[config.mk]
export PLATFORM = sky130hd
export DESIGN_NAME = cache_axil_slave_flat
export DESIGN_NICKNAME = d
export VERILOG_FILES = /design/src/hdl/axil_pkg.sv /design/src/hdl/cache_pkg.sv /design/src/hdl/cache_ifs.sv /design/src/hdl/cache_axil_slave.sv /design/src/flat_wrapper.sv
export VERILOG_INCLUDE_DIRS = /design/src /design/src/hdl
export SDC_FILE = /design/constraint.sdc
export NUM_CORES = 1
export LEC_CHECK = 0
export BUFFER_PORTS_ARGS = -buffer_cell sky130_fd_sc_hd__buf_4
export CORE_MARGIN = 5
export CORE_UTILIZATION = 40
export DETAILED_ROUTE_END_ITERATION = 10
export PLACE_DENSITY = 0.75
export SLEW_MARGIN = 20
export SYNTH_ARGS = -nofsm -noshare
export SYNTH_HDL_FRONTEND = slang
export SYNTH_SLANG_ARGS = --single-unit
[constraint.sdc]
create_clock -name clk_i -period 3.1 [get_ports clk_i]
set_input_delay 0 -clock clk_i [delete_from_list [all_inputs] [get_ports clk_i]]
set_output_delay 0 -clock clk_i [all_outputs]
set_load 0.005 [all_outputs]
[src/hdl/cache_params.svh]
//############################################################
// cache geometry, backing store latency and bus address map
//############################################################
`ifndef CACHE_PARAMS_SVH
`define CACHE_PARAMS_SVH

`define CACHE_N_WAYS   4    // ways per set
`define CACHE_N_SETS   4
`define CACHE_WAYS_W   2    // way index width
`define CACHE_SETS_W   2    // set index width
`define CACHE_ADDR_W   8    // word address, 256 words in the store
`define CACHE_DATA_W   32   // one word per line
`define CACHE_MEM_LAT  2    // store cycles from req to ack

// bus side, byte addressed
`define AXIL_ADDR_W          12
`define CACHE_HIT_CNT_ADDR   12'h400   // first byte above the 1 KiB data region
`define CACHE_MISS_CNT_ADDR  12'h404

`endif

[src/hdl/axil_pkg.sv]
//############################################################
// AXI4-Lite field types and response codes
//############################################################
`include "cache_params.svh"

package axil_pkg;

   typedef logic [`AXIL_ADDR_W-1:0]    axil_addr_t;  // byte address
   typedef logic [`CACHE_DATA_W-1:0]   axil_data_t;
   typedef logic [`CACHE_DATA_W/8-1:0] axil_strb_t;
   typedef logic [1:0]                 axil_resp_t;

   localparam axil_resp_t OKAY   = 2'b00;
   localparam axil_resp_t SLVERR = 2'b10;

endpackage

[src/hdl/cache_pkg.sv]
//############################################################
// cache geometry types and controller FSM states
//############################################################
`include "cache_params.svh"

package cache_pkg;

   typedef logic [`CACHE_ADDR_W-1:0]               word_addr_t;  // {tag, set}
   typedef logic [`CACHE_SETS_W-1:0]               set_idx_t;
   typedef logic [`CACHE_ADDR_W-`CACHE_SETS_W-1:0] tag_t;
   typedef logic [`CACHE_WAYS_W-1:0]               way_idx_t;
   typedef logic [`CACHE_N_WAYS-1:0]               way_oh_t;
   typedef logic [`CACHE_N_WAYS-1:1]               plru_tree_t;  // node 1 is the root
   typedef logic [`CACHE_DATA_W-1:0]               data_t;

   typedef enum logic [2:0] {
      IDLE,        // wait for a request, counters answered here
      LOOKUP,      // tag compare
      FILL_REQ,
      FILL_WAIT,   // line fetch from the store
      WRITE_REQ,
      WRITE_WAIT,  // write-through
      RESP
   } ctrl_state_t;

endpackage

[src/hdl/cache_ifs.sv]
//############################################################
// internal links: bus slave to controller, controller to store
//############################################################
`timescale 1ns/1ps

// one request at a time, held until ready
interface cache_req_if;
   logic                  valid;
   logic                  we;
   cache_pkg::word_addr_t addr;
   axil_pkg::axil_data_t  wdata;
   logic [1:0]            cnt_sel;  // 0 data, 1 hit counter, 2 miss counter
   logic                  ready;    // single cycle pulse
   axil_pkg::axil_data_t  rdata;    // valid with ready

   modport master (
      output valid, we, addr, wdata, cnt_sel,
      input  ready, rdata
   );
   modport slave (
      input  valid, we, addr, wdata, cnt_sel,
      output ready, rdata
   );
endinterface


[src/hdl/cache_axil_slave.sv]
//############################################################
// AXI4-Lite slave, turns bus transfers into single cache
// requests and holds the response until the master takes it
//############################################################
`timescale 1ns/1ps
`include "cache_params.svh"

module cache_axil_slave (
   input  logic                 clk_i,
   input  logic                 arst_n_i,
   input  axil_pkg::axil_addr_t awaddr_i,
   input  logic                 awvalid_i,
   output logic                 awready_o,
   input  axil_pkg::axil_data_t wdata_i,
   input  axil_pkg::axil_strb_t wstrb_i,
   input  logic                 wvalid_i,
   output logic                 wready_o,
   output axil_pkg::axil_resp_t bresp_o,
   output logic                 bvalid_o,
   input  logic                 bready_i,
   input  axil_pkg::axil_addr_t araddr_i,
   input  logic                 arvalid_i,
   output logic                 arready_o,
   output axil_pkg::axil_data_t rdata_o,
   output axil_pkg::axil_resp_t rresp_o,
   output logic                 rvalid_o,
   input  logic                 rready_i,
   cache_req_if.master          req
);

   logic                 up_q, busy_q;      // out of reset, transaction open
   logic                 aw_got_q, w_got_q; // one write channel already seen
   axil_pkg::axil_addr_t awaddr_q, wr_addr;
   axil_pkg::axil_data_t wdata_q, wr_data;
   axil_pkg::axil_strb_t wstrb_q, wr_strb;
   logic                 ar_hs, aw_hs, w_hs, wr_go, wr_bad, rd_bad, req_done;

   assign arready_o = up_q && !busy_q;
   assign awready_o = up_q && !busy_q && !aw_got_q && !arvalid_i;  // reads win a tie
   assign wready_o  = up_q && !busy_q && !w_got_q && !arvalid_i;

   assign ar_hs    = arvalid_i && arready_o;
   assign aw_hs    = awvalid_i && awready_o;
   assign w_hs     = wvalid_i && wready_o;
   assign wr_go    = (aw_got_q || aw_hs) && (w_got_q || w_hs);  // both halves present
   assign req_done = req.valid && req.ready;

   // latched half or the one arriving now
   assign wr_addr = aw_got_q ? awaddr_q : awaddr_i;
   assign wr_data = w_got_q ? wdata_q : wdata_i;
   assign wr_strb = w_got_q ? wstrb_q : wstrb_i;

   // counters are read-only, partial words unsupported
   assign wr_bad = (wr_addr >= `CACHE_HIT_CNT_ADDR) || (wr_strb != '1);
   assign rd_bad = araddr_i >= (`CACHE_MISS_CNT_ADDR + 12'd4);

   always_ff @(posedge clk_i or negedge arst_n_i) begin
      if (!arst_n_i) begin
         up_q      <= 1'b0;
         busy_q    <= 1'b0;
         aw_got_q  <= 1'b0;
         w_got_q   <= 1'b0;
         req.valid <= 1'b0;
         rvalid_o  <= 1'b0;
         bvalid_o  <= 1'b0;
      end else begin
         up_q     <= 1'b1;  // readies rise one cycle after reset
         aw_got_q <= !wr_go && (aw_got_q || aw_hs);
         w_got_q  <= !wr_go && (w_got_q || w_hs);
         if (ar_hs || wr_go) begin
            busy_q <= 1'b1;
         end else if ((rvalid_o && rready_i) || (bvalid_o && bready_i)) begin
            busy_q <= 1'b0;  // response taken, open for the next one
         end
         if ((ar_hs && !rd_bad) || (wr_go && !wr_bad)) begin
            req.valid <= 1'b1;
         end else if (req_done) begin
            req.valid <= 1'b0;
         end
         if ((ar_hs && rd_bad) || (req_done && !req.we)) begin
            rvalid_o <= 1'b1;
         end else if (rready_i) begin
            rvalid_o <= 1'b0;
         end
         if ((wr_go && wr_bad) || (req_done && req.we)) begin
            bvalid_o <= 1'b1;
         end else if (bready_i) begin
            bvalid_o <= 1'b0;
         end
      end
   end

   // request and response payload
   always_ff @(posedge clk_i) begin
      if (aw_hs) awaddr_q <= awaddr_i;
      if (w_hs) begin
         wdata_q <= wdata_i;
         wstrb_q <= wstrb_i;
      end
      if (ar_hs) begin
         req.we      <= 1'b0;
         req.addr    <= araddr_i[`CACHE_ADDR_W+1:2];  // byte to word
         req.cnt_sel <= (araddr_i < `CACHE_HIT_CNT_ADDR) ? 2'd0 : (araddr_i[2] ? 2'd2 : 2'd1);
      end else if (wr_go) begin
         req.we      <= 1'b1;
         req.addr    <= wr_addr[`CACHE_ADDR_W+1:2];
         req.wdata   <= wr_data;
         req.cnt_sel <= 2'd0;
      end
      if (ar_hs && rd_bad) begin
         rdata_o <= '0;
         rresp_o <= axil_pkg::SLVERR;
      end else if (req_done && !req.we) begin
         rdata_o <= req.rdata;
         rresp_o <= axil_pkg::OKAY;
      end
      if (wr_go && wr_bad) bresp_o <= axil_pkg::SLVERR;
      else if (req_done && req.we) bresp_o <= axil_pkg::OKAY;
   end

   // controller may take several cycles, the request must not move meanwhile
   a_req_stable : assert property (@(posedge clk_i) disable iff (!arst_n_i)
      req.valid && !req.ready |=> req.valid && $stable(req.addr) && $stable(req.we)
                                  && $stable(req.wdata) && $stable(req.cnt_sel));

endmodule

[src/flat_wrapper.sv]
// flat-port wrapper written by rule: the top's interface ports become plain ports
module cache_axil_slave_flat 
  (clk_i, arst_n_i, awaddr_i, awvalid_i, awready_o, wdata_i, wstrb_i, wvalid_i, wready_o, bresp_o, bvalid_o, bready_i, araddr_i, arvalid_i, arready_o, rdata_o, rresp_o, rvalid_o, rready_i, req_valid, req_we, req_addr, req_wdata, req_cnt_sel, req_ready, req_rdata);
  cache_req_if req_i ();
  input  logic clk_i;
  input  logic arst_n_i;
  input  axil_pkg::axil_addr_t awaddr_i;
  input  logic awvalid_i;
  output logic awready_o;
  input  axil_pkg::axil_data_t wdata_i;
  input  axil_pkg::axil_strb_t wstrb_i;
  input  logic wvalid_i;
  output logic wready_o;
  output axil_pkg::axil_resp_t bresp_o;
  output logic bvalid_o;
  input  logic bready_i;
  input  axil_pkg::axil_addr_t araddr_i;
  input  logic arvalid_i;
  output logic arready_o;
  output axil_pkg::axil_data_t rdata_o;
  output axil_pkg::axil_resp_t rresp_o;
  output logic rvalid_o;
  input  logic rready_i;
  output wire logic [$bits(req_i.valid)-1:0] req_valid;
  output wire logic [$bits(req_i.we)-1:0] req_we;
  output wire logic [$bits(req_i.addr)-1:0] req_addr;
  output wire logic [$bits(req_i.wdata)-1:0] req_wdata;
  output wire logic [$bits(req_i.cnt_sel)-1:0] req_cnt_sel;
  input wire logic [$bits(req_i.ready)-1:0] req_ready;
  input wire logic [$bits(req_i.rdata)-1:0] req_rdata;
  assign req_valid = req_i.valid;
  assign req_we = req_i.we;
  assign req_addr = req_i.addr;
  assign req_wdata = req_i.wdata;
  assign req_cnt_sel = req_i.cnt_sel;
  assign req_i.ready = req_ready;
  assign req_i.rdata = req_rdata;
  cache_axil_slave u_core (.clk_i(clk_i), .arst_n_i(arst_n_i), .awaddr_i(awaddr_i), .awvalid_i(awvalid_i), .awready_o(awready_o), .wdata_i(wdata_i), .wstrb_i(wstrb_i), .wvalid_i(wvalid_i), .wready_o(wready_o), .bresp_o(bresp_o), .bvalid_o(bvalid_o), .bready_i(bready_i), .araddr_i(araddr_i), .arvalid_i(arvalid_i), .arready_o(arready_o), .rdata_o(rdata_o), .rresp_o(rresp_o), .rvalid_o(rvalid_o), .rready_i(rready_i), .req(req_i));
endmodule
### After elaboration in Yosys (flattened, before gate mapping)

Cells that the tools add are included.

* flip-flop bits (word level): 132
* input bits: 100
* output and inout port bits: 85
* logic and storage cells: 81

* order comparisons: 3
* equality and inequality tests: 1
* muxes and demuxes: 17
* bitwise logic cells: 1
* reduce and logical (&&, ||, !) cells: 42

Operators by type and width (count)
* $mux 32: 1
* $ge 12x11->1 const B: 2
* $logic_and 1x1->1: 20
* $mux 8: 2
* $lt 12x11->1 const B: 1
* $mux 12: 1
* $reduce_bool 2->1: 5
* $logic_not 1->1: 8
* $logic_or 1x1->1: 8
* $mux 1: 8
* $mux 2: 4
* $mux 4: 1
* $ne 4x4->1 const B: 1
* $reduce_and 2->1: 1
* $not 1->1: 1

### Depth between registers and ports, before layout

* depth after elaboration: 10
* depth in mapped cells: 6

### Worst setup path before layout

No wires, ideal clock.

* path type: flip-flop to flip-flop
* start point: reg u_core.busy_q
* end point: reg u_core.req.wdata[0] (enable)
* library setup time: 0.432 ns
* data arrival time: 2.406 ns
* data required time: 2.668 ns
* path slack: 0.262 ns
* cell stages (with the launch flop): 4
* path buffers: 0
* cells stage by stage: dfrtp_1 and4bb_1 o22ai_2 a21oi_1

* longest elaborated chain between the ends: 8
* elaborated cells between the ends (all ways): 14

RTL lines
* start, declared: line cache_axil_slave.sv:31 `logic up_q, busy_q;`
* start signal, assigned: line cache_axil_slave.sv:60 `busy_q <= 1'b0;`
* start signal, assigned: line cache_axil_slave.sv:71 `busy_q <= 1'b1;`
* start signal, assigned: line cache_axil_slave.sv:73 `busy_q <= 1'b0;`
* $logic_not 1->1 (*): line cache_axil_slave.sv:38, cache_axil_slave.sv:39, cache_axil_slave.sv:40
* $logic_and 1x1->1 (*): line cache_axil_slave.sv:38, cache_axil_slave.sv:39, cache_axil_slave.sv:40
* $logic_and 1x1->1, on equally long branches (2 in series): line cache_axil_slave.sv:39, cache_axil_slave.sv:40
* $logic_and 1x1->1, on equally long branches: line cache_axil_slave.sv:43, cache_axil_slave.sv:44
* $logic_or 1x1->1: line cache_axil_slave.sv:45 `assign wr_go = (aw_got_q || aw_hs) && (w_got_q || w_hs);`
* $logic_and 1x1->1: line cache_axil_slave.sv:45
* $reduce_and 2->1 (no source line) (*)
* end signal, assigned: line cache_axil_slave.sv:107 `req.wdata <= wr_data;`
* end, declared: line cache_ifs.sv:17 `output valid, we, addr, wdata, cnt_sel,`

Mark *: on every way between the ends. The rest lies on a longest branch, timed or not.
A chain may end at the register's enable or synchronous reset.

### Final worst setup path

* start point: reg u_core.w_got_q
* end point: reg u_core.bvalid_o

* longest elaborated chain between the ends: 9
* elaborated cells between the ends (all ways): 13

RTL lines
* start, declared: line cache_axil_slave.sv:32 `logic aw_got_q, w_got_q;`
* start signal, assigned: line cache_axil_slave.sv:69 `w_got_q <= !wr_go && (w_got_q || w_hs);`
* $logic_not 1->1: line cache_axil_slave.sv:40 `assign wready_o = up_q && !busy_q && !w_got_q && !arvalid_i;`
* $logic_and 1x1->1 (2 in series): line cache_axil_slave.sv:40
* $logic_and 1x1->1: line cache_axil_slave.sv:44 `assign w_hs = wvalid_i && wready_o;`
* $logic_or 1x1->1: line cache_axil_slave.sv:45
* $logic_and 1x1->1: line cache_axil_slave.sv:45
* $logic_and 1x1->1 (*): line cache_axil_slave.sv:85 `if ((wr_go && wr_bad) || (req_done && req.we)) begin`
* $logic_or 1x1->1 (*): line cache_axil_slave.sv:85
* $mux 1 / $reduce_bool 2->1 (equally long branches)
* end signal, assigned: line cache_axil_slave.sv:65 `bvalid_o <= 1'b0;`
* end signal, assigned: line cache_axil_slave.sv:86 `bvalid_o <= 1'b1;`
* end signal, assigned: line cache_axil_slave.sv:88 `bvalid_o <= 1'b0;`
* end, declared: line cache_axil_slave.sv:19 `output logic bvalid_o,`

Marked as above.

==> impl_metrics.sql <==
INSERT INTO impl_metrics (metric_group, metric, value, unit) VALUES
('outcome', 'run_status', 'complete, no violations', ''),
('clock_network', 'numCtsBuffers', '17', ''),
('sta', 'max_clock_freq', '444', 'MHz'),
('global_routing', 'antenna_found_initial', '0', ''),
('sta', 'rsz_0062_raised_after_global_routing', 'no', ''),
('global_routing', 'total_gr_overflow', '0', ''),
('placed_design', 'post_dp_cell_area', '6440', 'um^2'),
('final_layout', 'finalInstanceArea', '8000', 'um^2'),
('critical_path', 'setup.worst_path.start', 'u_core.w_got_q', ''),
('power', 'power_report.internal_total', '4.29', 'mW'),
('sta', 'worst_slew_margin_relative_to_its_limit', '41.7', '%'),
('power', 'fin_total_pwr', '5.65', 'mW'),
('final_layout', 'seqCellArea', '3520', 'um^2'),
('sta', 'slew_violations', '0', ''),
('critical_path', 'r2r_start', 'u_core.w_got_q', ''),
('floorplan', 'floorplan.io_pins', '185', ''),
('placed_design', 'gp_congestion', '0.762', ''),
('sta', 'worst-slew-pin-transition', '0.874', 'ns'),
('final_layout', 'footprint_of_the_multi_input_gates', '1340', 'um^2'),
('sta', 'finalSetupViolations', '0', ''),
('final_layout', 'nFillCells', '859', ''),
('drt', 'met2_length', '6.45', 'mm'),
('drt', 'drtIter0Drc', '191', ''),
('drt', 'post-route-drc-count', '0', ''),
('synth', 'distinct_cell_type_count_of_the_synthesized_netlist', '37', ''),
('final_layout', 'flow.area_growth_from_synthesis', '60.8', '%'),
('synth', 'yosys-top-cells-area', 'sky130_fd_sc_hd__edfxtp_1, sky130_fd_sc_hd__dfxtp_1, sky130_fd_sc_hd__mux2_2, sky130_fd_sc_hd__a21oi_2, sky130_fd_sc_hd__nand2_1', ''),
('synth', 'synth_seq_area_share', '70.8', '%'),
('power', 'total_switching_power', '1.36', 'mW'),
('sta', 'worst_clock_skew', '0.00626', 'ns'),
('clock_network', 'postCtsSetupBuffers', '0', ''),
('sta', 'report.final.hold_viol_count', '0', ''),
('final_layout', 'final_layout_size_suffix_gt1_share', '43.8', '%'),
('synth', 'synthesis.area', '4970', 'um^2'),
('synth', 'yosysTopAreaCellShare', '53.1', '%'),
('drt', 'topRoutingLayerUsed', 'met4', ''),
('final_layout', 'antenna_cells', '0', ''),
('floorplan', 'horizontal_extent_of_the_die', '121', 'um'),
('sta', 'timing.final.crit_share', '72.6', '%'),
('placed_design', 'buffer_ports.inserted', '178', ''),
('critical_path', 'path_max_fanout', '36', ''),
('clock_network', 'cts.clk_slew.worst_paths', '0.05', 'ns'),
('drt', 'wl_met1', '5.29', 'mm'),
('power', 'pwr-share-clk', '36.5', '%'),
('drt', 'drt_first_pass_iters', '4', ''),
('final_layout', 'most_common_cell_after_layout_fill_and_taps_aside', 'sky130_fd_sc_hd__buf_4', ''),
('drt', 'ant_nets', '0', ''),
('sta', 'final_period_minus_worst_setup_slack', '2.25', 'ns'),
('synth', 'synth-seq-cells', '130', ''),
('clock_network', 'worst_skew_late_latency', '0.39', 'ns'),
('floorplan', 'initial_utilization', '41.1', '%'),
('drt', 'wl_per_cell', '16.3', 'um'),
('global_routing', 'pin_count_of_the_biggest_net_entering_global_routing', '37', ''),
('power', 'p_leak', '3.19', 'nW'),
('synth', 'syn-instance-count', '349', ''),
('power', 'share_comb_of_total_power', '21.8', '%'),
('worst_hold_path', 'hold_start', 'awvalid_i', ''),
('global_routing', 'grt_pass1_wl', '20.4', 'mm'),
('synth', 'yosys_warnings', '0', ''),
('drt', 'met3_wirelength', '1.19', 'mm'),
('placed_design', 'place_hpwl', '8.30', 'mm'),
('drt', 'via_per_inst', '4.65', ''),
('clock_network', 'ctsHtreeMaxLevel', '4', ''),
('drt', 'routed-via-count', '3745', ''),
('critical_path', 'data_arrival_at_the_endpoint_of_the_critical_path', '2.52', 'ns'),
('synth', 'avgSynthCellArea', '14.2', 'um^2'),
('power', 'seq_power_share', '41.7', '%'),
('synth', 'netlist.top_cell.by_area', 'sky130_fd_sc_hd__edfxtp_1', ''),
('drt', 'drt-total-wl', '13.1', 'mm'),
('clock_network', 'cts.sink_count', '130', ''),
('floorplan', 'placement_rows', '40', '');
-- routing by layer --
layer	GRT usage, %	vias up
met5	0	-
met4	5.53	0
met3	7.51	15
met2	29.8	150
met1	20.3	1777
li1	-	1803
-- what timing repair did --
item | 4_1_cts | 5_1_grt
hold buffers | 93 | 0
endpoints found under the hold margin | 132 | 0
endpoints found under the setup margin | 0 | 0
resized for setup | 0 | 0
-- cell families after synthesis --
family	after synthesis	synth area share (%)
muxes	40	8.86
and+or+nand+nor	101	9.18
other	2	0.151
buffers and inverters	22	2.64
DFF	130	70.8
AOI/OAI and AO/OA	54	8.40
-- metrics by stage --
stage	utilization (%)	hold slack [ns]	instances	worst slack [ns]
after floorplan	-	-0.296	350	0.262
after global placement	53.2	-0.172	680	1.08
after CTS	66.0	0.0476	805	0.841
after detailed placement	53.2	-0.168	680	1.02
after global routing	66.0	0.0723	805	0.724
final	66.0	0.0594	805	0.849
-- area by class of cell --
type | count | area share [%]
Multi-Input combinational cell | 198 | 16.8
Inverter | 2 | 0.0939
Clock buffer | 22 | 5.81
Clock inverter | 10 | 1.97
Sequential cell | 130 | 44.0
Timing Repair Buffer | 275 | 28.7
Tap cell | 168 | 2.63
-- state kept, by name, indices dropped and copies added, names as in the netlist, 2 cells and up --
signal              cells
u_core.rdata_o         32
u_core.req.wdata       32
u_core.wdata_q         32
u_core.awaddr_q        10
u_core.req.addr         8
u_core.wstrb_q          4
u_core.req.cnt_sel      2
-- cell usage after synthesis, types with 3 or more instances --
master,count
sky130_fd_sc_hd__mux2_2,32
sky130_fd_sc_hd__dfrtp_1,7
sky130_fd_sc_hd__a21oi_1,13
sky130_fd_sc_hd__edfxtp_1,88
sky130_fd_sc_hd__a21oi_2,30
sky130_fd_sc_hd__nand2b_1,4
sky130_fd_sc_hd__nand3_1,3
sky130_fd_sc_hd__dfxtp_1,35
sky130_fd_sc_hd__nand2_1,68
sky130_fd_sc_hd__nor2_1,12
sky130_fd_sc_hd__mux2i_1,8
sky130_fd_sc_hd__a21o_1,3
sky130_fd_sc_hd__clkbuf_1,5
sky130_fd_sc_hd__buf_6,4
sky130_fd_sc_hd__buf_2,9
-- critical path, stage by stage, from the launching register on --
cell	delay, ns
sky130_fd_sc_hd__dfrtp_1	0.34
sky130_fd_sc_hd__buf_4	0.42
sky130_fd_sc_hd__nand3_1	0.14
sky130_fd_sc_hd__o22ai_1	0.35
sky130_fd_sc_hd__a21oi_1	0.15
sky130_fd_sc_hd__nand3b_1	0.18
sky130_fd_sc_hd__dlygate4sd3_1	0.55
-- power by group through the flow --
stage          combinational, mW  sequential, mW  clock, mW
3_3_place_gp                1.10            2.37          0
4_1_cts                     1.23            2.35       2.11
2_1_floorplan              0.542            2.37          0
5_1_grt                     1.33            2.39       2.19
3_5_place_dp                1.13            2.38          0
6_report                    1.23            2.36       2.06
-- path summary, 6_finish.rpt --
kind                                     endpoint  slack [ns]  cells past startpoint
worst max-delay path              u_core.bvalid_o        0.85                      6
worst max register to register    u_core.bvalid_o        0.85                      6
worst min register to register  u_core.bresp_o[1]        0.47                      1
min in group asynchronous           u_core.busy_q        0.61                      3
worst min-delay path               u_core.w_got_q        0.06                      3
max in group asynchronous         u_core.rvalid_o        2.22                      3
Note: power is estimated with default switching activity, not from simulation.
