===== src/hdl/cache_params.svh =====
//############################################################
// cache geometry, backing store latency and bus address map
//############################################################
`ifndef CACHE_PARAMS_SVH
`define CACHE_PARAMS_SVH

`define CACHE_N_WAYS   4    // ways per set
`define CACHE_N_SETS   4
`define CACHE_WAYS_W   2    // way index width
`define CACHE_SETS_W   2    // set index width
`define CACHE_ADDR_W   8    // word address, 256 words in the store
`define CACHE_DATA_W   32   // one word per line
`define CACHE_MEM_LAT  2    // store cycles from req to ack

// bus side, byte addressed
`define AXIL_ADDR_W          12
`define CACHE_HIT_CNT_ADDR   12'h400   // first byte above the 1 KiB data region
`define CACHE_MISS_CNT_ADDR  12'h404

`endif


===== src/hdl/axil_pkg.sv =====
//############################################################
// AXI4-Lite field types and response codes
//############################################################
`include "cache_params.svh"

package axil_pkg;

   typedef logic [`AXIL_ADDR_W-1:0]    axil_addr_t;  // byte address
   typedef logic [`CACHE_DATA_W-1:0]   axil_data_t;
   typedef logic [`CACHE_DATA_W/8-1:0] axil_strb_t;
   typedef logic [1:0]                 axil_resp_t;

   localparam axil_resp_t OKAY   = 2'b00;
   localparam axil_resp_t SLVERR = 2'b10;

endpackage


===== src/hdl/cache_pkg.sv =====
//############################################################
// cache geometry types and controller FSM states
//############################################################
`include "cache_params.svh"

package cache_pkg;

   typedef logic [`CACHE_ADDR_W-1:0]               word_addr_t;  // {tag, set}
   typedef logic [`CACHE_SETS_W-1:0]               set_idx_t;
   typedef logic [`CACHE_ADDR_W-`CACHE_SETS_W-1:0] tag_t;
   typedef logic [`CACHE_WAYS_W-1:0]               way_idx_t;
   typedef logic [`CACHE_N_WAYS-1:0]               way_oh_t;
   typedef logic [`CACHE_N_WAYS-1:1]               plru_tree_t;  // node 1 is the root
   typedef logic [`CACHE_DATA_W-1:0]               data_t;

   typedef enum logic [2:0] {
      IDLE,        // wait for a request, counters answered here
      LOOKUP,      // tag compare
      FILL_REQ,
      FILL_WAIT,   // line fetch from the store
      WRITE_REQ,
      WRITE_WAIT,  // write-through
      RESP
   } ctrl_state_t;

endpackage


===== src/hdl/cache_ifs.sv =====
//############################################################
// internal links: bus slave to controller, controller to store
//############################################################
`timescale 1ns/1ps

// one request at a time, held until ready
interface cache_req_if;
   logic                  valid;
   logic                  we;
   cache_pkg::word_addr_t addr;
   axil_pkg::axil_data_t  wdata;
   logic [1:0]            cnt_sel;  // 0 data, 1 hit counter, 2 miss counter
   logic                  ready;    // single cycle pulse
   axil_pkg::axil_data_t  rdata;    // valid with ready

   modport master (
      output valid, we, addr, wdata, cnt_sel,
      input  ready, rdata
   );
   modport slave (
      input  valid, we, addr, wdata, cnt_sel,
      output ready, rdata
   );
endinterface

// backing store port, req held until ack
interface mem_if;
   logic                  req;
   logic                  we;
   cache_pkg::word_addr_t addr;
   cache_pkg::data_t      wdata;
   logic                  ack;    // single cycle pulse
   cache_pkg::data_t      rdata;  // valid with ack

   modport master (
      output req, we, addr, wdata,
      input  ack, rdata
   );
   modport slave (
      input  req, we, addr, wdata,
      output ack, rdata
   );
endinterface


===== src/hdl/cache_controller.sv =====
//############################################################
// cache controller, tag/valid/data arrays, miss fill,
// write-through and the read hit/miss counters
//############################################################
`timescale 1ns/1ps
`include "cache_params.svh"

module cache_controller (
   input  logic                 clk_i,
   input  logic                 arst_n_i,
   cache_req_if.slave           req,
   mem_if.master                mem,
   output cache_pkg::set_idx_t  set_o,
   output logic                 plru_update_o,
   output cache_pkg::way_oh_t   plru_way_o,
   input  cache_pkg::way_idx_t  victim_i
);

   cache_pkg::ctrl_state_t state_q, state_d;
   cache_pkg::tag_t        tag_q   [`CACHE_N_SETS][`CACHE_N_WAYS];
   cache_pkg::data_t       data_q  [`CACHE_N_SETS][`CACHE_N_WAYS];
   cache_pkg::way_oh_t     valid_q [`CACHE_N_SETS];
   cache_pkg::data_t       hit_cnt_q, miss_cnt_q;
   cache_pkg::set_idx_t    set_idx;
   cache_pkg::tag_t        tag;
   cache_pkg::way_oh_t     hit_oh;
   cache_pkg::data_t       hit_data;
   logic                   hit, lookup, fill_done;

   assign set_idx = req.addr[`CACHE_SETS_W-1:0];  // low bits pick the set
   assign tag     = req.addr[`CACHE_ADDR_W-1:`CACHE_SETS_W];

   // parallel tag compare, or-mux of the hit way
   always_comb begin
      hit_data = '0;
      for (int w = 0; w < `CACHE_N_WAYS; w++) begin
         hit_oh[w] = valid_q[set_idx][w] && (tag_q[set_idx][w] == tag);
         if (hit_oh[w]) hit_data = hit_data | data_q[set_idx][w];
      end
   end

   assign hit       = |hit_oh;
   assign lookup    = state_q == cache_pkg::LOOKUP;
   assign fill_done = (state_q == cache_pkg::FILL_WAIT) && mem.ack;

   always_comb begin
      state_d = state_q;
      case (state_q)
         cache_pkg::IDLE:       if (req.valid && req.cnt_sel == 2'd0) state_d = cache_pkg::LOOKUP;
         cache_pkg::LOOKUP:     state_d = req.we ? cache_pkg::WRITE_REQ :
                                          hit    ? cache_pkg::IDLE : cache_pkg::FILL_REQ;
         cache_pkg::FILL_REQ:   state_d = cache_pkg::FILL_WAIT;
         cache_pkg::FILL_WAIT:  if (mem.ack) state_d = cache_pkg::RESP;
         cache_pkg::WRITE_REQ:  state_d = cache_pkg::WRITE_WAIT;
         cache_pkg::WRITE_WAIT: if (mem.ack) state_d = cache_pkg::RESP;
         default:               state_d = cache_pkg::IDLE;  // RESP
      endcase
   end

   // counters at once, read hits from lookup, fills and writes from RESP
   assign req.ready = (state_q == cache_pkg::IDLE && req.valid && req.cnt_sel != 2'd0)
                   || (lookup && !req.we && hit)
                   || (state_q == cache_pkg::RESP);
   assign req.rdata = (req.cnt_sel == 2'd1) ? hit_cnt_q  :
                      (req.cnt_sel == 2'd2) ? miss_cnt_q : hit_data;  // filled line hits in RESP

   assign mem.req   = state_q inside {cache_pkg::FILL_REQ, cache_pkg::FILL_WAIT,
                                      cache_pkg::WRITE_REQ, cache_pkg::WRITE_WAIT};
   assign mem.we    = state_q inside {cache_pkg::WRITE_REQ, cache_pkg::WRITE_WAIT};
   assign mem.addr  = req.addr;
   assign mem.wdata = req.wdata;

   // policy sees hits of both reads and writes, and every fill
   assign set_o         = set_idx;
   assign plru_update_o = (lookup && hit) || fill_done;
   assign plru_way_o    = fill_done ? cache_pkg::way_oh_t'(1) << victim_i : hit_oh;

   always_ff @(posedge clk_i or negedge arst_n_i) begin
      if (!arst_n_i) begin
         state_q    <= cache_pkg::IDLE;
         valid_q    <= '{default: '0};
         hit_cnt_q  <= '0;
         miss_cnt_q <= '0;
      end else begin
         state_q <= state_d;
         if (lookup && !req.we && hit) hit_cnt_q <= hit_cnt_q + 1'b1;
         if (fill_done) begin
            miss_cnt_q                 <= miss_cnt_q + 1'b1;  // counted once the line is in
            valid_q[set_idx][victim_i] <= 1'b1;
         end
      end
   end

   always_ff @(posedge clk_i) begin
      if (fill_done) begin
         tag_q[set_idx][victim_i]  <= tag;
         data_q[set_idx][victim_i] <= mem.rdata;
      end else if (lookup && req.we) begin
         for (int w = 0; w < `CACHE_N_WAYS; w++) begin
            if (hit_oh[w]) data_q[set_idx][w] <= req.wdata;  // write hit, keep copy current
         end
      end
   end

   // fills only follow misses, so a tag never sits in two ways of a set
   a_one_way_hits : assert property (@(posedge clk_i) disable iff (!arst_n_i)
      lookup |-> $onehot0(hit_oh));

endmodule


===== src/flat_wrapper.sv =====
// flat-port wrapper written by rule: the top's interface ports become plain ports
module cache_controller_flat 
  (clk_i, arst_n_i, set_o, plru_update_o, plru_way_o, victim_i, req_valid, req_we, req_addr, req_wdata, req_cnt_sel, req_ready, req_rdata, mem_req, mem_we, mem_addr, mem_wdata, mem_ack, mem_rdata);
  cache_req_if req_i ();
  mem_if mem_i ();
  input  logic clk_i;
  input  logic arst_n_i;
  output cache_pkg::set_idx_t set_o;
  output logic plru_update_o;
  output cache_pkg::way_oh_t plru_way_o;
  input  cache_pkg::way_idx_t victim_i;
  input wire logic [$bits(req_i.valid)-1:0] req_valid;
  input wire logic [$bits(req_i.we)-1:0] req_we;
  input wire logic [$bits(req_i.addr)-1:0] req_addr;
  input wire logic [$bits(req_i.wdata)-1:0] req_wdata;
  input wire logic [$bits(req_i.cnt_sel)-1:0] req_cnt_sel;
  output wire logic [$bits(req_i.ready)-1:0] req_ready;
  output wire logic [$bits(req_i.rdata)-1:0] req_rdata;
  output wire logic [$bits(mem_i.req)-1:0] mem_req;
  output wire logic [$bits(mem_i.we)-1:0] mem_we;
  output wire logic [$bits(mem_i.addr)-1:0] mem_addr;
  output wire logic [$bits(mem_i.wdata)-1:0] mem_wdata;
  input wire logic [$bits(mem_i.ack)-1:0] mem_ack;
  input wire logic [$bits(mem_i.rdata)-1:0] mem_rdata;
  assign req_i.valid = req_valid;
  assign req_i.we = req_we;
  assign req_i.addr = req_addr;
  assign req_i.wdata = req_wdata;
  assign req_i.cnt_sel = req_cnt_sel;
  assign req_ready = req_i.ready;
  assign req_rdata = req_i.rdata;
  assign mem_req = mem_i.req;
  assign mem_we = mem_i.we;
  assign mem_addr = mem_i.addr;
  assign mem_wdata = mem_i.wdata;
  assign mem_i.ack = mem_ack;
  assign mem_i.rdata = mem_rdata;
  cache_controller u_core (.clk_i(clk_i), .arst_n_i(arst_n_i), .req(req_i), .mem(mem_i), .set_o(set_o), .plru_update_o(plru_update_o), .plru_way_o(plru_way_o), .victim_i(victim_i));
endmodule

===== config.mk =====
export PLATFORM = sky130hd
export DESIGN_NAME = cache_controller_flat
export DESIGN_NICKNAME = d
export VERILOG_FILES = /design/src/hdl/axil_pkg.sv /design/src/hdl/cache_pkg.sv /design/src/hdl/cache_ifs.sv /design/src/hdl/cache_controller.sv /design/src/flat_wrapper.sv
export VERILOG_INCLUDE_DIRS = /design/src /design/src/hdl
export SDC_FILE = /design/constraint.sdc
export NUM_CORES = 1
export LEC_CHECK = 0
export BUFFER_PORTS_ARGS = -buffer_cell sky130_fd_sc_hd__buf_2
export CAP_MARGIN = 5
export CORE_MARGIN = 2
export CORE_UTILIZATION = 40
export DETAILED_ROUTE_END_ITERATION = 12
export GPL_TIMING_DRIVEN = 0
export SYNTH_ARGS = -nofsm -noshare
export SYNTH_HDL_FRONTEND = slang
export SYNTH_SLANG_ARGS = --single-unit

===== constraint.sdc =====
create_clock -name clk_i -period 4 [get_ports clk_i]
set_input_delay 0.8 -clock clk_i [delete_from_list [all_inputs] [get_ports clk_i]]
set_output_delay 0.8 -clock clk_i [all_outputs]
set_load 0.02 [all_outputs]

### After elaboration in Yosys (flattened, before gate mapping)

Memory sizes are Yosys's and may differ from the RTL's.
Cells that the tools add are included.
W data, S select, Z words.

* shifts and indexed selects: 1
* add/subtract/negate cells: 2
* equality and inequality tests: 14
* bitwise gates (word level): 134
* mux-type cells: 170
* magnitude comparators: 6
* multipliers: 0
* div/mod/pow operators: 0
* reduce and logical (&&, ||, !) cells: 27

Operator list (count)
* $mux W32: 7
* $mux W1: 146
* $mux W128: 1
* $or A1 B1 Y1: 128
* $or A32 B32 Y32: 3
* $add A32 B1 Y32 const B: 2
* $demux W32 S2: 1
* $eq A6 B6 Y1: 4
* $mux W24: 1
* $mux W4: 4
* $or A16 B16 Y16: 1
* $logic_and A1 B1 Y1: 15
* $pmux W3 S5: 1
* $demux W6 S2: 1
* $eq A3 B3 Y1 const B: 3
* $mux W3: 3
* $bmux W4 S2: 1
* $demux W4 S2: 1
* $eq A3 B2 Y1 const B: 2
* $ge A3 B3 Y1 const B: 2
* $lt A3 B1 Y1 const B: 2
* $mux W6: 1
* $not A2 Y3: 2
* $ne A2 B1 Y1 const B: 2
* other kinds (17): 20

* memory bits (read-only): 0
* bits in registers: 83
* RAM bits: 608
* memories: 2
* output and inout bits: 82
* input bits: 81
* word-level logic and storage cells: 363
* latch bits: 0

Memory list
* u_core.data_q: depth 4, width 128, read ports 1, clocked after Yosys merged registers in 0, write ports 1, line cache_controller.sv:21 `` cache_pkg::data_t data_q [`CACHE_N_SETS][`CACHE_N_WAYS]; ``
* u_core.tag_q: depth 4, width 24, read ports 1, clocked after Yosys merged registers in 0, write ports 1, line cache_controller.sv:20 `` cache_pkg::tag_t tag_q [`CACHE_N_SETS][`CACHE_N_WAYS]; ``

### Depth between registers and ports, before layout

Gate-level depths: netlist (run 1).

* word-level depth: 14
* gate-level depth with buffers: 13
* mapped depth without buffers: 7

### Least setup slack after synthesis (run 1)

OpenSTA, ideal clock, no wires.

* path type: in2reg
* start point: input req_addr[0]
* end point: memory u_core.data_q[0][64] (netlist bit) (enable)
* required time: 3568 ps
* setup time: 432 ps
* path slack: -934 ps
* arrival: 4502 ps
* stages on the path: 10
* buffers on the path: 4
* cells stage by stage: buf_2 buf_6 mux4_2 xnor2_1 nand2_1 a2111o_1 or2_1 clkbuf_1 clkbuf_1 a21oi_1

* longest elaborated chain between the ends: 10
* elaborated cells between the ends (all ways): 12
* classes of those cells: eq/ne: 1; mux: 7; bitwise: 2; reduce/logical: 1; memory: 1

Ends and longest elaborated chain
* from (decl): line flat_wrapper.sv:14 `input wire logic [$bits(req_i.addr)-1:0] req_addr;`
* parallel branches: the longest is 10 deep, another holds $mem_v2 Z4 W24
* to (decl): line cache_controller.sv:21

Several ways; the timed one is not identified. The select of a mux whose other input is x is not followed.

### Worst setup path in the final report (run 1)

* start point: input req_addr[1]
* end point: output req_rdata[16]

* longest elaborated chain between the ends: 14
* elaborated cells between the ends (all ways): 23
* classes of those cells: eq/ne: 4; mux: 9; bitwise: 4; reduce/logical: 4; memory: 2

Ends and longest elaborated chain
* parallel branches: the longest is 11 deep, another holds $mem_v2 Z4 W24
* $mux W32 (*): line cache_controller.sv:38 `if (hit_oh[w]) hit_data = hit_data | data_q[set_idx][w];`
* $mux W32 (*): line cache_controller.sv:65 `(req.cnt_sel == 2'd2) ? miss_cnt_q : hit_data;`
* $mux W32 (*): line cache_controller.sv:64 `assign req.rdata = (req.cnt_sel == 2'd1) ? hit_cnt_q :`
* to (decl): line flat_wrapper.sv:18 `output wire logic [$bits(req_i.rdata)-1:0] req_rdata;`

Mark *: on every way between the ends. The select of a mux whose other input is x is not followed.

==> results.toml, run 1 <==
[critical_path]
crit_top_cell = "buf_12"
r2r_start = "u_core.tag_q[3][3]"
cpMaxStageDelayCell = "o221a_2"
required_ps = 3200
cp_top_family = "buffers and inverters"
timing.critical_path.buf_inv = 8
path_cells = "buf_12, buf_12, buf_12, mux2i_2, xor2_1, a32oi_2, nor3_4, buf_12, clkbuf_16, buf_12, buf_12, a22oi_2, o211ai_1, o221a_2, buf_6"
path_class = "input port to primary output"
critPathLaunchType = "input port"
cp-startpoint = "req_addr[1]"
end_kind = "primary output"
slowest_delay_ps = 310
crit_fanout = 8
critPathArrivalTime_ps = 3380

[finish]
layout_common_cells = "608 x edfxtp_1, 324 x nand2_1, 278 x mux2i_1"
design_area_um2 = 37800
nNetsFinal = 2522
final_common_cell = "edfxtp_1"
synthToLayoutAreaGrowth_pct = 25.6
utilization = 0.508
drive_gt1_frac = 0.297

[placed_design]
io_buffers = 160
routabilityCongestion = 0.898
placed_area_um2 = 32600
hpwl_um = 66000

[clock_network]
cts_inserted_buffers = 75
clkSinkCount = 691
root_buffer = "clkbuf_16"
cts_max_path_buffers = 3
hold_buffers = 0
tritoncts = "done"
worstSkewPairLatency_ps = 640
htreeDepth = 3
cts.clk_slew.worst_paths_ps = 60

[timing]
hold_viol = 0
fin_ws_ps = -178
skew_ps = 32.8
finalMaxSlewViolations = 0
setup_viol = 32
max_freq_mhz = 239
final.period_utilization = 1.04
slew_headroom = 0.0692
worst_pin_slew_ps = 1400
period_needed_ps = 4180
rsz0062_at_grt = "yes"

[drt]
drt_first_iter_violations = 2380
dr.pass1.iters = 9
detail_route.wl_per_cell_um = 28.1
drc_errors = 0
totalWireLength_um = 97500
drt.antenna.violating_nets = 0
vias_per_cell = 5.81
vias = 20200

[global_route]
grt_pass1_vias = 19900
grt_overflow_total = 0
antenna_found_initial = 5
grt_usage = 0.248
grt_max_degree = 72
grt_pass1_wl_um = 138000

[run]
maxCapViolCount = 0

[floorplanning]
ios = 163
die_h_um = 278
rows = 100
initial_core_util = 0.404
die_w_um = 278
coreArea_um2 = 74400
dieArea_um2 = 77400

[synth]
syn_inst = 2100
synth_top_area_cell = "edfxtp_1"
netlist_area_um2 = 30100
yosys_warnings = 0
synth_nets = 2185
synthTopCellsByArea = "edfxtp_1 61%, mux2i_1 9.4%, dfrtp_1 6.9%, nand2_1 4.1%, o22ai_1 2.7%"
synth_edf_count = 608
syn_area_per_cell_um2 = 14.3
synthFlopType = "edfxtp_1"
synth-seq-cells = 691
yosysSeqAreaShare = 0.676
synth-async-reset-ratio = 0.120
yosysTopAreaCellShare = 0.607
synth_cell_types = 41

[power]
clockPowerShare = 0.406
p_comb_frac = 0.114
power_switching_mw = 4.15
p_int_mw = 12.8
ir_worst_vdd_mv = 0.243
p_leak_nw = 14.2
seqPwrFrac = 0.480
p_sw_frac = 0.245
powerDensity_nw_per_um2 = 448

[status]
violations = "negative setup slack"
status = "finished with violations"

[min_path]
hold_path_class = "input port to async pin"
## metrics by stage
stage / total power [mW] / setup TNS (ps) / worst slack [ps] / std cells / hold slack, ps
final: 16.9 / -2450 / -178 / 3470 / 41.1
after global routing: 17.4 / -4350 / -222 / 3469 / 35.9
after CTS: 16.9 / -1090 / -98.3 / 3452 / 12.9
after detailed placement: 9.85 / -1169920 / -2220 / 3243 / 457
after global placement: 9.79 / -1484860 / -2400 / 3229 / 446
after floorplan: 9.21 / -105350 / -277 / 2100 / 433
## power by group through the flow
stage | sequential, mW | combinational, mW | clock, mW
floorplan | 8.25 | 0.960 | 0
global placement | 8.27 | 1.52 | 0
detailed placement | 8.28 | 1.58 | 0
CTS | 8.13 | 1.86 | 6.94
global route | 8.15 | 2.03 | 7.25
finish | 8.14 | 1.93 | 6.87
## state kept, by name, indices dropped and copies added, names as in the netlist
signal	cells
u_core.data_q	512
u_core.tag_q	96
u_core.hit_cnt_q	32
u_core.state_q	3
u_core.valid_q	16
u_core.miss_cnt_q	32
## final timing paths
check	slack, ps	depth (start not counted)	end
worst max register to register	170	10	u_core.data_q[3][20]
max in group asynchronous	3290	2	u_core.miss_cnt_q[24]
min in group clk_i	470	1	u_core.valid_q[5]
worst min register to register	470	1	u_core.valid_q[5]
worst max-delay path	-180	15	req_rdata[16]
worst min-delay path	40	1	u_core.valid_q[9]
## cell usage after synthesis (3+ instances only)
master	instances
nor4_2	12
o21ai_0	9
mux2_2	37
xor2_1	57
a21oi_1	13
buf_2	13
a22oi_1	65
nand2b_1	5
buf_4	43
or2_2	18
and3_1	7
nor2_1	46
inv_1	6
nor3_1	14
buf_1	13
o22ai_1	129
and4_1	8
nand4_1	13
a32oi_1	4
or3_1	9
buf_6	6
mux2i_1	284
a2111o_1	4
or2_1	3
dfrtp_1	83
ha_1	4
o211ai_1	33
nand2_1	326
xnor2_1	42
nor4b_2	4
o221a_2	33
nand3_1	22
mux4_2	12
clkbuf_1	103
nor3b_1	5
edfxtp_1	608
## logic make-up (layout without fill, tap and decap cells)
group / count (synthesis) / after routing / synth area share
AO/OA/AOI/OAI: 291 / 291 / 0.0702
XOR/XNOR: 99 / 99 / 0.0288
adder cells (fa/ha/maj): 4 / 4 / 0.00166
buffers and inverters: 184 / 578 / 0.0304
flip-flops: 691 / 691 / 0.676
multiplexers: 333 / 333 / 0.117
other: 0 / 3 / 0
AND/OR/NAND/NOR: 498 / 502 / 0.0759
## layout make-up
type / instances / area, µm²
antenna: 3 / 7.51
buffer: 172 / 1590
clock buffer: 93 / 1970
clock inverter: 45 / 468
fill: 6191 / 36700
inverter: 6 / 22.5
multi-input combinational: 1229 / 9720
sequential: 691 / 20300
tap: 969 / 1210
timing repair buffer: 262 / 2460
## repair_timing
item,CTS,global route
buffers inserted,61,14
gates cloned,15,2
pin swaps,78,36
setup endpoints to repair,747,35
resized for setup,395,48
## metal layers
metal  track usage  vias to the layer above  part of all wire
met3        0.0405                      217             0.083
li1              -                     8645                 -
met1         0.331                    10300              0.40
met5             0                        -           0.00033
met4         0.100                        6             0.038
met2         0.405                     1026              0.47
No activity file was read; power rests on OpenSTA's default activity.
==> run 2: changes to the inputs <==
==> constraint.sdc (replaced) <==
create_clock -name clk_i -period 4 [get_ports clk_i]
set_input_delay 0.4 -clock clk_i [delete_from_list [all_inputs] [get_ports clk_i]]
set_output_delay 0.4 -clock clk_i [all_outputs]
set_load 0.02 [all_outputs]
==> results.toml, run 2 (synthesized netlist as in run 1, its figures left out) <==
[status]
status = "finished clean"

[power]
powerDensity_nw_per_um2 = 463
p_leak_nw = 13.4
power_mw = 16.6
ir_worst_vdd_mv = 0.284

[global_route]
grt_usage = 0.237
grt_pass1_wl_um = 132000
grt_pass1_vias = 19300
grt_max_degree = 64
antenna_found_initial = 1
grt_overflow_total = 0

[drt]
vias = 19600
drc_errors = 0
vias_per_cell = 5.73
dr.pass1.iters = 5
drt_first_iter_violations = 2144
detail_route.wl_per_cell_um = 27.2
drt.antenna.violating_nets = 0
totalWireLength_um = 93000

[critical_path]
required_ps = 3600
r2r_start = "u_core.tag_q[0][19]"
critPathLaunchType = "input port"
critPathArrivalTime_ps = 3560
path_class = "input port to primary output"
cp-startpoint = "req_addr[1]"
crit_fanout = 10
end_kind = "primary output"

[clock_network]
tritoncts = "done"
root_buffer = "clkbuf_16"
cts.clk_slew.worst_paths_ps = 60
cts_max_path_buffers = 3
htreeDepth = 3
cts_inserted_buffers = 76
worstSkewPairLatency_ps = 630
clkSinkCount = 691

[floorplanning]
die_h_um = 278
die_w_um = 278
dieArea_um2 = 77400
rows = 100
ios = 163
coreArea_um2 = 74400
initial_core_util = 0.404

[timing]
period_needed_ps = 3960
setup_viol = 0
max_freq_mhz = 252
slew_headroom = 0.141
final.period_utilization = 0.991
finalMaxSlewViolations = 0
skew_ps = 21.7
hold_viol = 0
fin_ws_ps = 35.2
worst_pin_slew_ps = 1290

[finish]
utilization = 0.481
design_area_um2 = 35800
final_common_cell = "edfxtp_1"
stdcell_count = 3413
largest-register = "u_core.data_q"
layout_common_cells = "608 x edfxtp_1, 326 x nand2_1, 284 x mux2i_1"
reg_top3 = "u_core.data_q: 512 flops, u_core.tag_q: 96 flops"
drive_gt1_frac = 0.238
nNetsFinal = 2469
synthToLayoutAreaGrowth_pct = 18.9
largest_reg_flops = 512

[min_path]
hold_start = "req_we"
hold_path_class = "input port to flip-flop"

[placed_design]
routabilityCongestion = 0.865
hpwl_um = 66000
place_inst = 3248
io_buffers = 160
placed_area_um2 = 32700
dp_worst_setup_slack_ps = -1330

[run]
maxCapViolCount = 0
[run 2: changes by cell type in the layout (fill, tap and decap cells not counted), moves of 23 or more]
cell and change:
clkbuf_8 -24, a22oi_2 -37, buf_6 -37, buf_4 -48
o22ai_1 +26, o22ai_2 -23, buf_2 +58, a22oi_1 +37
[run 2: cell type report]
type | instances | area, µm²
Antenna cell | 1 | 2.50
Buffer | 176 | 1030
Clock buffer | 97 | 2010
Clock inverter | 40 | 379
Fill cell | 6336 | 38700
Inverter | 6 | 22.5
Multi-Input combinational cell | 1226 | 9120
Sequential cell | 691 | 20300
Tap cell | 969 | 1210
Timing Repair Buffer | 207 | 1670
[run 2: through the flow]
stage | hold slack [ps] | TNS (ps)
floorplan | 104 | -136630
global placement | 447 | -1394910
detailed placement | 339 | -557590
CTS | 172 | 0
global route | 210 | -28.5
finish | 207 | 0
[run 2: repair_timing]
item                                    in CTS  in global routing
endpoints found under the setup margin     546                114
cloned                                       1                  0
hold buffers                                 1                  0
pin swaps                                   16                  3
gates resized for setup                     83                 59
setup buffers                               25                  2
endpoints found under the hold margin       20                  0
[run 2: where the power goes]
group          switching, mW  internal, mW  leakage [nW]  total, mW
logic                   1.06         0.578          5.66       1.64
registers              0.104          8.03          6.60       8.13
clock network           2.83          3.95          1.17       6.79
[run 2: per-layer routing]
metal	part of all wire	vias up	global-route usage
li1	-	8526	-
met1	0.41	9934	0.323
met2	0.47	914	0.384
met3	0.086	188	0.0405
met4	0.033	0	0.0836
met5	0	-	0
[run 2: final timing paths]
check / endpoint / slack [ps] / cells past startpoint
max: req_rdata[12] / 40 / 12
min: u_core.state_q[1] / 210 / 4
max reg2reg: u_core.data_q[0][111] / 190 / 9
min reg2reg: u_core.valid_q[0] / 460 / 1
max in group asynchronous: u_core.miss_cnt_q[24] / 3090 / 3
min in group asynchronous: u_core.valid_q[7] / 230 / 2
[run 2: critical path: stages]
cell	delay [ps]
buf_6	140
buf_6	180
buf_4	250
buf_2	340
buf_2	340
buf_2	450
mux2i_1	230
o22ai_1	120
a22oi_1	430
o211ai_1	260
o221a_2	210
buf_2	160
